===== config.mk =====
export PLATFORM = sky130hd
export DESIGN_NAME = u1e_ctrl_top
export DESIGN_NICKNAME = d
export VERILOG_FILES = /design/src/hdl/u1e_pkg.sv /design/src/hdl/wb_slave_decode.sv /design/src/hdl/misc_regs.sv /design/src/hdl/settings_bus_16le.sv /design/src/hdl/vita_time64.sv /design/src/hdl/u1e_ctrl_top.sv
export VERILOG_INCLUDE_DIRS = /design/src /design/src/include
export SDC_FILE = /design/constraint.sdc
export NUM_CORES = 1
export LEC_CHECK = 0
export ABC_AREA = 0
export ABC_CLOCK_PERIOD_IN_PS = 3400
export BUFFER_PORTS_ARGS = -buffer_cell sky130_fd_sc_hd__buf_2
export CORE_MARGIN = 8
export CORE_UTILIZATION = 55
export DETAILED_ROUTE_END_ITERATION = 7
export PLACE_DENSITY_LB_ADDON = 0.25
export SYNTH_ARGS = -nofsm -noshare
export SYNTH_HDL_FRONTEND = slang
export SYNTH_HIERARCHICAL = 1
export SYNTH_SLANG_ARGS = --single-unit

===== constraint.sdc =====
create_clock -name wb_clk -period 3.4 [get_ports wb_clk]
set_input_delay 0.68 -clock wb_clk [delete_from_list [all_inputs] [get_ports wb_clk]]
set_output_delay 0.68 -clock wb_clk [all_outputs]
set_load 0.005 [all_outputs]

===== src/include/u1e_consts.svh =====
/* u1e control core constants
   bus widths, slot and settings addresses, reset values */
`ifndef U1E_CONSTS_SVH
`define U1E_CONSTS_SVH

//////////////////////////////
// host bus
`define U1E_DW 16
`define U1E_AW 11
`define U1E_SLOT_W 4      // address bits 10..7

//////////////////////////////
// settings bus
`define U1E_SET_AW 8
`define U1E_SET_DW 32

// settings register map
`define SR_CLEAR_FIFO 6   // 1 reg
`define SR_TIME64 28      // secs, ticks, command

//////////////////////////////
// reset and filler values
`define U1E_TICKS_PER_SEC 64000000
`define U1E_CGEN_RESET 2'b11   // sync_b high, ref_sel high
`define U1E_READ_FILLER 16'hBEEF

`endif


===== src/hdl/u1e_pkg.sv =====
/* u1e shared types
   slot numbers, misc register offsets and time-load commands */
`include "u1e_consts.svh"

package u1e_pkg;

   typedef enum logic [`U1E_SLOT_W-1:0] {
      SLOT_MISC     = 4'd0,
      SLOT_SETTINGS = 4'd5
   } slot_e;

   // byte offsets inside slot 0
   typedef enum logic [6:0] {
      REG_LEDS        = 7'd0,
      REG_SWITCHES    = 7'd2,
      REG_CGEN_CTRL   = 7'd4,
      REG_CGEN_ST     = 7'd6,
      REG_TEST        = 7'd8,
      REG_RX_FRAMELEN = 7'd10,
      REG_TX_FRAMELEN = 7'd12,
      REG_XFER_RATE   = 7'd14
   } misc_reg_e;

   typedef enum logic [1:0] {
      TCMD_NONE     = 2'd0,
      TCMD_NOW      = 2'd1,
      TCMD_NEXT_PPS = 2'd2
   } time_cmd_e;

endpackage


===== src/hdl/wb_slave_decode.sv =====
/* single-master bus decoder
   slot strobes from address bits 10..7, read mux and same-cycle ack */
`include "u1e_consts.svh"

module wb_slave_decode
(
   input  logic                 wb_clk,
   input  logic                 wb_rst,
   input  logic [`U1E_AW-1:0]   wb_adr_i,
   input  logic                 wb_cyc_i,
   input  logic                 wb_stb_i,
   input  logic [`U1E_DW-1:0]   misc_dat_i,
   output logic                 wb_ack_o,
   output logic [`U1E_DW-1:0]   wb_dat_o,
   output logic                 misc_stb_o,
   output logic                 set_stb_bus_o
);

   u1e_pkg::slot_e slot;
   logic           access;

   assign slot   = u1e_pkg::slot_e'(wb_adr_i[`U1E_AW-1 -: `U1E_SLOT_W]);
   assign access = wb_cyc_i & wb_stb_i;

   // every slot answers, dead ones included
   assign wb_ack_o = access;

   assign misc_stb_o    = access & (slot == u1e_pkg::SLOT_MISC);
   assign set_stb_bus_o = access & (slot == u1e_pkg::SLOT_SETTINGS);

   //////////////////////////////
   // read data
   always_comb
   begin
      case (slot)
         u1e_pkg::SLOT_MISC:
         begin
            wb_dat_o = misc_dat_i;
         end
         default:
         begin
            wb_dat_o = '0;            // write-only bridge and unmapped slots
         end
      endcase
   end

   a_ack_in_cyc : assert property (@(posedge wb_clk) disable iff (wb_rst)
      wb_ack_o |-> (wb_cyc_i && wb_stb_i))
      else $error("ack without cyc and stb");

endmodule


===== src/hdl/misc_regs.sv =====
/* slot 0 misc registers
   leds, clock-gen control, test, frame length and rate; switch and status readback */
`include "u1e_consts.svh"

module misc_regs
(
   input  logic                 wb_clk,
   input  logic                 wb_rst,
   input  logic                 misc_stb_i,
   input  logic                 wb_we_i,
   input  logic [6:0]           wb_adr_i,
   input  logic [`U1E_DW-1:0]   wb_dat_i,
   input  logic [7:0]           dip_sw_i,
   input  logic [2:0]           debug_pb_i,
   input  logic                 cgen_st_status_i,
   input  logic                 cgen_st_ld_i,
   input  logic                 cgen_st_refmon_i,
   input  logic [15:0]          rx_frame_len_i,
   output logic [`U1E_DW-1:0]   misc_dat_o,
   output logic [15:0]          leds_o,
   output logic                 cgen_sync_b_o,
   output logic                 cgen_ref_sel_o,
   output logic [15:0]          test_o,
   output logic [15:0]          tx_frame_len_o,
   output logic                 tx_enable_o,
   output logic                 rx_enable_o,
   output logic [7:0]           rate_o
);

   u1e_pkg::misc_reg_e reg_sel;
   logic [15:0]        reg_cgen_ctrl;
   logic [15:0]        xfer_rate;

   assign reg_sel = u1e_pkg::misc_reg_e'(wb_adr_i);

   always_ff @(posedge wb_clk)
   begin
      if (wb_rst)
      begin
         leds_o         <= '0;
         reg_cgen_ctrl  <= 16'(`U1E_CGEN_RESET);
         test_o         <= '0;
         tx_frame_len_o <= '0;
         xfer_rate      <= '0;
      end
      else if (misc_stb_i && wb_we_i)
      begin
         case (reg_sel)
            u1e_pkg::REG_LEDS:        leds_o         <= wb_dat_i;
            u1e_pkg::REG_CGEN_CTRL:   reg_cgen_ctrl  <= wb_dat_i;
            u1e_pkg::REG_TEST:        test_o         <= wb_dat_i;
            u1e_pkg::REG_TX_FRAMELEN: tx_frame_len_o <= wb_dat_i;
            u1e_pkg::REG_XFER_RATE:   xfer_rate      <= wb_dat_i;
            default: ;                                  // read-only offsets
         endcase
      end
   end

   assign {cgen_sync_b_o, cgen_ref_sel_o} = reg_cgen_ctrl[1:0];

   assign tx_enable_o = xfer_rate[15];
   assign rx_enable_o = xfer_rate[14];
   assign rate_o      = xfer_rate[7:0];

   //////////////////////////////
   // readback
   always_comb
   begin
      case (reg_sel)
         u1e_pkg::REG_LEDS:        misc_dat_o = leds_o;
         u1e_pkg::REG_SWITCHES:    misc_dat_o = {5'b0, debug_pb_i, dip_sw_i};
         u1e_pkg::REG_CGEN_CTRL:   misc_dat_o = reg_cgen_ctrl;
         u1e_pkg::REG_CGEN_ST:
            misc_dat_o = {13'b0, cgen_st_status_i, cgen_st_ld_i, cgen_st_refmon_i};
         u1e_pkg::REG_TEST:        misc_dat_o = test_o;
         u1e_pkg::REG_RX_FRAMELEN: misc_dat_o = rx_frame_len_i;
         default:                  misc_dat_o = `U1E_READ_FILLER;  // write-only and holes
      endcase
   end

endmodule


===== src/hdl/settings_bus_16le.sv =====
/* slot 5 settings bridge
   pairs little-endian halfword writes into 32-bit settings strobes, hosts fifo clear */
`include "u1e_consts.svh"

module settings_bus_16le
(
   input  logic                     wb_clk,
   input  logic                     wb_rst,
   input  logic                     set_stb_bus_i,
   input  logic                     wb_we_i,
   input  logic [6:0]               wb_adr_i,
   input  logic [`U1E_DW-1:0]       wb_dat_i,
   output logic                     set_stb_o,
   output logic [`U1E_SET_AW-1:0]   set_addr_o,
   output logic [`U1E_SET_DW-1:0]   set_data_o,
   output logic                     clear_tx_o,
   output logic                     clear_rx_o
);

   localparam logic [4:0] clear_idx = 5'(`SR_CLEAR_FIFO);

   logic [`U1E_DW-1:0] data_low;       // low half waiting for its partner
   logic               wr;
   logic               lo_wr;
   logic               hi_wr;
   logic [4:0]         reg_idx;

   assign wr      = set_stb_bus_i & wb_we_i;
   assign lo_wr   = wr & ~wb_adr_i[1];
   assign hi_wr   = wr & wb_adr_i[1];
   assign reg_idx = wb_adr_i[6:2];

   always_ff @(posedge wb_clk)
   begin
      if (lo_wr)
      begin
         data_low <= wb_dat_i;
      end
   end

   //////////////////////////////
   // strobe on the high half
   always_ff @(posedge wb_clk)
   begin
      if (hi_wr)
      begin
         set_addr_o <= {{(`U1E_SET_AW-5){1'b0}}, reg_idx};
         set_data_o <= {wb_dat_i, data_low};
      end
   end

   always_ff @(posedge wb_clk)
   begin
      if (wb_rst)
      begin
         set_stb_o  <= 1'b0;
         clear_tx_o <= 1'b0;
         clear_rx_o <= 1'b0;
      end
      else
      begin
         set_stb_o  <= hi_wr;
         // fifo clear register, bits 1..0 of the assembled word
         clear_tx_o <= hi_wr & (reg_idx == clear_idx) & data_low[1];
         clear_rx_o <= hi_wr & (reg_idx == clear_idx) & data_low[0];
      end
   end

   // master drops stb after each ack, so high-half writes never land back to back
   a_stb_single : assert property (@(posedge wb_clk) disable iff (wb_rst)
      set_stb_o |=> !set_stb_o)
      else $error("settings strobe held for two cycles");

endmodule


===== src/hdl/vita_time64.sv =====
/* vita 64-bit time counter
   seconds and ticks, loaded from the settings bus now or on the next pps edge */
`include "u1e_consts.svh"

module vita_time64
#(
   parameter logic [31:0] ticks_per_sec = 32'(`U1E_TICKS_PER_SEC)
)
(
   input  logic                     wb_clk,
   input  logic                     wb_rst,
   input  logic                     set_stb_i,
   input  logic [`U1E_SET_AW-1:0]   set_addr_i,
   input  logic [`U1E_SET_DW-1:0]   set_data_i,
   input  logic                     pps_i,
   output logic [63:0]              vita_time_o,
   output logic                     pps_o
);

   localparam logic [`U1E_SET_AW-1:0] addr_secs  = `U1E_SET_AW'(`SR_TIME64);
   localparam logic [`U1E_SET_AW-1:0] addr_ticks = `U1E_SET_AW'(`SR_TIME64 + 1);
   localparam logic [`U1E_SET_AW-1:0] addr_cmd   = `U1E_SET_AW'(`SR_TIME64 + 2);

   logic [31:0]         secs, ticks;
   logic [31:0]         pend_secs, pend_ticks;
   logic                armed;
   logic                pps_s1, pps_s2, pps_d;
   logic                cmd_wr;
   u1e_pkg::time_cmd_e  cmd;

   assign cmd_wr = set_stb_i & (set_addr_i == addr_cmd);
   assign cmd    = u1e_pkg::time_cmd_e'(set_data_i[1:0]);

   // pending values, no effect until a command
   always_ff @(posedge wb_clk)
   begin
      if (set_stb_i && (set_addr_i == addr_secs))
         pend_secs <= set_data_i;
      if (set_stb_i && (set_addr_i == addr_ticks))
         pend_ticks <= set_data_i;
   end

   //////////////////////////////
   // pps sync and edge detect
   always_ff @(posedge wb_clk)
   begin
      if (wb_rst)
      begin
         pps_s1 <= 1'b0;
         pps_s2 <= 1'b0;
         pps_d  <= 1'b0;
         pps_o  <= 1'b0;
      end
      else
      begin
         pps_s1 <= pps_i;
         pps_s2 <= pps_s1;
         pps_d  <= pps_s2;
         pps_o  <= pps_s2 & ~pps_d;   // rising edge only
      end
   end

   //////////////////////////////
   // counter and loads
   always_ff @(posedge wb_clk)
   begin
      if (wb_rst)
      begin
         secs  <= '0;
         ticks <= '0;
         armed <= 1'b0;
      end
      else if (cmd_wr && (cmd == u1e_pkg::TCMD_NOW))
      begin
         secs  <= pend_secs;
         ticks <= pend_ticks;
      end
      else if (armed && pps_o)
      begin
         secs  <= pend_secs;
         ticks <= pend_ticks;
         armed <= 1'b0;
      end
      else
      begin
         if (cmd_wr && (cmd == u1e_pkg::TCMD_NEXT_PPS))
            armed <= 1'b1;
         else if (cmd_wr && (cmd == u1e_pkg::TCMD_NONE))
            armed <= 1'b0;            // cancel a pending pps load
         if (ticks == ticks_per_sec - 1)
         begin
            ticks <= '0;
            secs  <= secs + 1;
         end
         else
            ticks <= ticks + 1;
      end
   end

   assign vita_time_o = {secs, ticks};

   // also catches an out-of-range ticks value arriving over the settings bus
   a_ticks_range : assert property (@(posedge wb_clk) disable iff (wb_rst)
      ticks < ticks_per_sec)
      else $error("ticks %0d out of range", ticks);

endmodule


===== src/hdl/u1e_ctrl_top.sv =====
/* u1e host control core
   bus decoder, misc registers, settings bridge and vita time counter */
`include "u1e_consts.svh"

module u1e_ctrl_top
#(
   parameter logic [31:0] ticks_per_sec = 32'(`U1E_TICKS_PER_SEC)
)
(
   input  logic                 wb_clk,
   input  logic                 wb_rst,
   // host bus
   input  logic [`U1E_AW-1:0]   wb_adr_i,
   input  logic [`U1E_DW-1:0]   wb_dat_i,
   input  logic                 wb_we_i,
   input  logic                 wb_cyc_i,
   input  logic                 wb_stb_i,
   output logic [`U1E_DW-1:0]   wb_dat_o,
   output logic                 wb_ack_o,
   // board i/o
   input  logic [7:0]           dip_sw_i,
   input  logic [2:0]           debug_pb_i,
   input  logic                 cgen_st_status_i,
   input  logic                 cgen_st_ld_i,
   input  logic                 cgen_st_refmon_i,
   input  logic [15:0]          rx_frame_len_i,
   output logic [15:0]          leds_o,
   output logic                 cgen_sync_b_o,
   output logic                 cgen_ref_sel_o,
   output logic [15:0]          test_o,
   output logic [15:0]          tx_frame_len_o,
   output logic                 tx_enable_o,
   output logic                 rx_enable_o,
   output logic [7:0]           rate_o,
   output logic                 clear_tx_o,
   output logic                 clear_rx_o,
   // timing
   input  logic                 pps_i,
   output logic                 pps_o,
   output logic [63:0]          vita_time_o
);

   logic                    misc_stb, set_stb_bus;
   logic [`U1E_DW-1:0]      misc_dat;
   logic                    set_stb;
   logic [`U1E_SET_AW-1:0]  set_addr;
   logic [`U1E_SET_DW-1:0]  set_data;

   wb_slave_decode u_decode (
      .wb_clk(wb_clk), .wb_rst(wb_rst), .wb_adr_i(wb_adr_i),
      .wb_cyc_i(wb_cyc_i), .wb_stb_i(wb_stb_i), .misc_dat_i(misc_dat),
      .wb_ack_o(wb_ack_o), .wb_dat_o(wb_dat_o),
      .misc_stb_o(misc_stb), .set_stb_bus_o(set_stb_bus));

   misc_regs u_misc (
      .wb_clk(wb_clk), .wb_rst(wb_rst), .misc_stb_i(misc_stb), .wb_we_i(wb_we_i),
      .wb_adr_i(wb_adr_i[6:0]), .wb_dat_i(wb_dat_i),
      .dip_sw_i(dip_sw_i), .debug_pb_i(debug_pb_i),
      .cgen_st_status_i(cgen_st_status_i), .cgen_st_ld_i(cgen_st_ld_i),
      .cgen_st_refmon_i(cgen_st_refmon_i), .rx_frame_len_i(rx_frame_len_i),
      .misc_dat_o(misc_dat), .leds_o(leds_o),
      .cgen_sync_b_o(cgen_sync_b_o), .cgen_ref_sel_o(cgen_ref_sel_o),
      .test_o(test_o), .tx_frame_len_o(tx_frame_len_o),
      .tx_enable_o(tx_enable_o), .rx_enable_o(rx_enable_o), .rate_o(rate_o));

   settings_bus_16le u_settings (
      .wb_clk(wb_clk), .wb_rst(wb_rst), .set_stb_bus_i(set_stb_bus), .wb_we_i(wb_we_i),
      .wb_adr_i(wb_adr_i[6:0]), .wb_dat_i(wb_dat_i),
      .set_stb_o(set_stb), .set_addr_o(set_addr), .set_data_o(set_data),
      .clear_tx_o(clear_tx_o), .clear_rx_o(clear_rx_o));

   vita_time64 #(.ticks_per_sec(ticks_per_sec)) u_time (
      .wb_clk(wb_clk), .wb_rst(wb_rst),
      .set_stb_i(set_stb), .set_addr_i(set_addr), .set_data_i(set_data),
      .pps_i(pps_i), .vita_time_o(vita_time_o), .pps_o(pps_o));

endmodule


Word level (Yosys, flattened, before mapping)
Cells that the tools add are included.

Register bits: 269. Latch bits: 0. Bits in writable memories: 0. Memory bits (read-only): 0. Bits of input ports: 63. Output and inout port bits: 144. Logic and storage cells: 80. Memories: 0.

Add/sub/neg operators: 2. Multipliers: 0. Div/mod/pow operators: 0. Order comparisons: 0. Equal/unequal tests: 15. Shift operators: 0. Mux-type cells: 11. Bitwise operators: 14. Reduce and logical (&&, ||, !) cells: 18.

Operators with widths (number): 2-to-1 mux 32 bit (6); case mux 16 bit (6 select lines) (1); adder 32 x 1 -> 32 bit (second input constant) (2); == test 32 x 26 -> 1 bit (second input constant) (1); == test 7 x 4 -> 1 bit (second input constant) (4); 2-to-1 mux 16 bit (1); == test 5 bit (second input constant) (3); == test 7 x 3 -> 1 bit (second input constant) (2); AND reduction 2 bit (6); AND 1 bit (11); == test 7 x 2 -> 1 bit (second input constant) (1); logical AND 1 bit (7); zero test 7 bit (1); nonzero test 3 bit (2); == test 5 x 3 -> 1 bit (second input constant) (1); == test 4 x 3 -> 1 bit (second input constant) (1); zero test 4 bit (1); 2-to-1 mux 1 bit (3); inverter 1 bit (3); == test 2 x 1 -> 1 bit (second input constant) (1); == test 2 bit (second input constant) (1); zero test 2 bit (1).

Logic depth before layout (Yosys ltp)
Depth in word-level cells: 6. Gate-level depth with buffers: 9.

Hierarchy
Netlist, hierarchy kept.

By module, submodules not included: vita_time64 (times used 1, cells an instance 517, area each 5535.3 µm², seq. area each 3303.2 µm²); misc_regs (times used 1, cells an instance 382, area each 3293.2 µm², seq. area each 1481.4 µm²); settings_bus_16le (times used 1, cells an instance 70, area each 1735.4 µm², seq. area each 1651.6 µm²); wb_slave_decode (times used 1, cells an instance 22, area each 180.2 µm², seq. area each 0.0 µm²).

Least setup slack after synthesis
Ideal clock, no wire load.

Path kind: in2out. Start point: in wb_adr_i[3]. End point: out wb_dat_o[7]. Arrival time: 2175 ps. Data required time: 2720 ps. Path slack: 545 ps. Cell stages on the path: 7. Buffers on the path: 2. Path through: buf_1 clkbuf_1 mux2i_1 o2bb2ai_1 a22oi_1 nand3_1 and2_2.

Longest elaborated chain between the ends: 3. Elaborated cells between the ends (all ways): 8. Those cells by class: eq/ne (5); mux (2); reduce/logical (1).

Ends and longest elaborated chain: start: declaration (RTL line u1e_ctrl_top.sv:13) `` input logic [`U1E_AW-1:0] wb_adr_i, ``; == test 7 x 4 -> 1 bit (tied with other cells) (RTL line misc_regs.sv:69) `case (reg_sel)`; case mux 16 bit (6 select lines) (*) (RTL line misc_regs.sv:69); via misc_dat[7] (RTL line u1e_ctrl_top.sv:44) `` logic [`U1E_DW-1:0] misc_dat; ``; 2-to-1 mux 16 bit (*) (RTL line wb_slave_decode.sv:35) `case (slot)`; end: declaration (RTL line u1e_ctrl_top.sv:18) `` output logic [`U1E_DW-1:0] wb_dat_o, ``.

Mark *: on every way through the listed nets, which the timed path passes. The rest lies on a longest branch.

Worst setup path in the final report
Start point: in wb_adr_i[0]. End point: out wb_dat_o[15].

Same word-level chain as after synthesis.

==> flow_summary.ini <==
[clock_tree]
clk_pin_slew_ns = 0.06
htree_levels = 1
cts_tree = built
clockBufferDepth = 3
cts_hold_buf = 0
post-cts-setup-buffers = 0
insertion_delay_ns = 0.53
cts_sinks = 263
ctsResizeCount = 0
cts_buffers = 27
root_buffer = clkbuf_16

[pwr]
ir_drop_uv = 433.9
intPower_w = 0.005044
p_leak_nw = 4.867
pwr-share-comb_pct = 3.1
seqPwrFrac_pct = 51.9
power_switching_w = 0.001297
power.share.clock_pct = 45.0
power_w = 0.006341
sw_frac_of_total_pct = 20.46
powerDensity_nw_per_um2 = 489.9

[timing]
max_slew.worst_pin.slew_ns = 0.8283
skew_ns = 0.01981
fmax_ghz = 0.3120
rsz0062_at_grt = no
relSlewSlack_pct = 44.78
hold_viol = 0
finalSetupTns_ns = 0
postLayoutSetupSlackWorst_ns = 0.1947
period_share_pct = 94.27
finalSetupViolCount = 0
drv_slew = 0
period_minus_slack_ns = 3.205

[setup_path]
reg2reg_from = u_time/ticks[0]
reg2reg_depth = 6
worst_ep_arrival_time_ns = 2.53
cp-end-kind = primary output
required_ns = 2.72
reg2reg_setup_slack_ns = 0.59
critical_path_class = in -> out
critPathMaxFanout = 8
r2r-end = u_time/ticks[31]
start_kind = input port

[placed_design]
gp_congestion = 0.8789
portBuffers = 206
dp_hpwl_um = 20810
pre_cts_ws_ns = 0.2476

[global_routing]
grt_max_degree = 75
gr-usage-all-layers_pct = 23.80
antenna_found_initial = 1
grt_pass1_wl_um = 45740
grt_pass1_vias = 8340
gr-total-overflow = 0

[cells_and_area]
nFillCells = 1497
antennaDiodeCount = 0
area_delta_synth_final_pct = 20.47
layout-drive-gt1-share_pct = 24.98
nNetsFinal = 1265

[synth]
yosysTopAreaCell = edfxtp_1
yosysWarningCount = 6
yosys.area.top_type_share_pct = 32.70
syn-cell-area_sq_um = 10740
synth-edff-count = 117
netlist_instances = 991
synth_area_leaders = edfxtp_1, dfxtp_1, nand2_1
avgSynthCellArea_sq_um = 10.84
synth-seq-cells = 263
yosysMostFrequentCell = nand2_1
ys_top_cells_by_count = nand2_1, dfxtp_1, edfxtp_1
yosys_most_used_dff = dfxtp_1
seq_area_frac_synth_pct = 59.90
async_flop_share_pct = 0
ys_types = 59

[die]
rows = 51
dieArea_sq_um = 24260
coreArea_sq_um = 19330
pin_count = 207
fp.dieH_um = 155.8
initial_core_util_pct = 55.57
dieWidth_um = 155.8

[hold_path]
holdPathStages = 1
hold_path.class = in -> reg
hp-start = wb_adr_i[5]
holdPathEnd = u_settings/set_addr_o[3]

[run]
cap_viol_max_count = 0

[routing]
drt_wl_total_um = 29320
via_count = 8306
drc_errors = 0
antenna_left = 0
drt-pass1-iter-count = 5
drt-initial-drc-count = 703
wl_per_cell_um = 19.73
routed_via_density = 5.590

[status]
outcome = complete, no violations
## kinds of logic after synthesis
family | after synthesis | synth area share (%)
buffers and inverters | 68 | 2.876
AOI/OAI and AO/OA | 143 | 7.954
other | 1 | 0.03490
DFF | 263 | 59.90
muxes | 46 | 5.217
xor gates and xnor gates | 59 | 4.810
adders and majority gates | 2 | 0.2329
and+or+nand+nor | 409 | 18.97
## placed cells by master (no fill, tap or decap), drive strengths merged, types with 6 or more instances in the layout
master  count
a211oi     20
a21oi      64
and2       24
and3       15
buf       234
clkbuf     34
clkinv     11
dfxtp     146
edfxtp    117
inv        13
mux2i      38
mux4        8
nand2     167
nand3      42
nand4      24
nor2       80
nor2b       6
nor3        7
nor4       14
o21ai      35
or4         6
xnor2      21
xor2       38
## cell type report
| cell class | instances | area [sq um] | area share, % |
|---|---|---|---|
| repair buffers | 234 | 1256 | 9.705 |
| flip-flops and latches | 263 | 6436 | 49.72 |
| inverters | 12 | 45.04 | 0.3480 |
| multi-input cells | 662 | 4021 | 31.07 |
| clock inverters | 16 | 151.4 | 1.170 |
| clock buffers | 34 | 701.9 | 5.423 |
| well taps | 265 | 331.6 | 2.562 |
## how the worst max path moves through the flow
stage	from	to	depth (start not counted)
6_report	wb_adr_i[0]	wb_dat_o[15]	7
5_1_grt	wb_adr_i[0]	wb_dat_o[15]	7
4_1_cts	wb_adr_i[0]	wb_dat_o[15]	7
3_5_place_dp	wb_adr_i[0]	wb_dat_o[15]	7
2_1_floorplan	wb_adr_i[3]	wb_dat_o[7]	7
3_3_place_gp	wb_adr_i[0]	wb_dat_o[15]	7
## worst max-delay path, cell delays in order
cell and delay [ns]:
buf_2 0.14, or4_1 0.71, a21oi_1 0.37, buf_4 0.21
o221ai_1 0.10, and2_2 0.17, buf_2 0.14
## per-stage QoR
step / instance area [sq um] / hold WS, ns / cells / util, %
detailed placement: 12090 / 0.3744 / 1436 / 62.53
CTS: 12940 / 0.3539 / 1486 / 66.94
global route: 12940 / 0.3550 / 1486 / 66.94
finish: 12940 / 0.3724 / 1486 / 66.94
floorplan: 10750 / 0.3674 / 993 / -
global placement: 12090 / 0.3728 / 1436 / 62.53
## sequential cells by signal (all words and copies together) (netlist names), 10 cells and up
name                   flops
u_misc/test_o             16
u_misc/tx_frame_len_o     16
u_time/pend_secs          32
u_time/secs               32
u_misc/reg_cgen_ctrl      16
u_misc/leds_o             16
u_settings/set_data_o     32
u_time/pend_ticks         32
u_time/ticks              32
u_settings/data_low       16
u_misc/xfer_rate          10
## power by group through the flow
| stage | combinational, W | clock [W] | sequential [W] |
|---|---|---|---|
| finish | 0.000198 | 0.00285 | 0.00329 |
| global route | 0.000212 | 0.00302 | 0.00329 |
| CTS | 0.000197 | 0.00289 | 0.00329 |
| detailed placement | 0.000196 | 0 | 0.00336 |
| global placement | 0.000195 | 0 | 0.00336 |
| floorplan | 0.0000874 | 0 | 0.00336 |
## layer usage
metal	track usage, %	vias up	routed length, um
met5	0	-	8
met1	30.45	3934	12180
met2	38.18	380	13390
li1	-	3933	-
met4	7.348	2	668
met3	7.175	57	3066
Power figures use the tool's default switching activity.
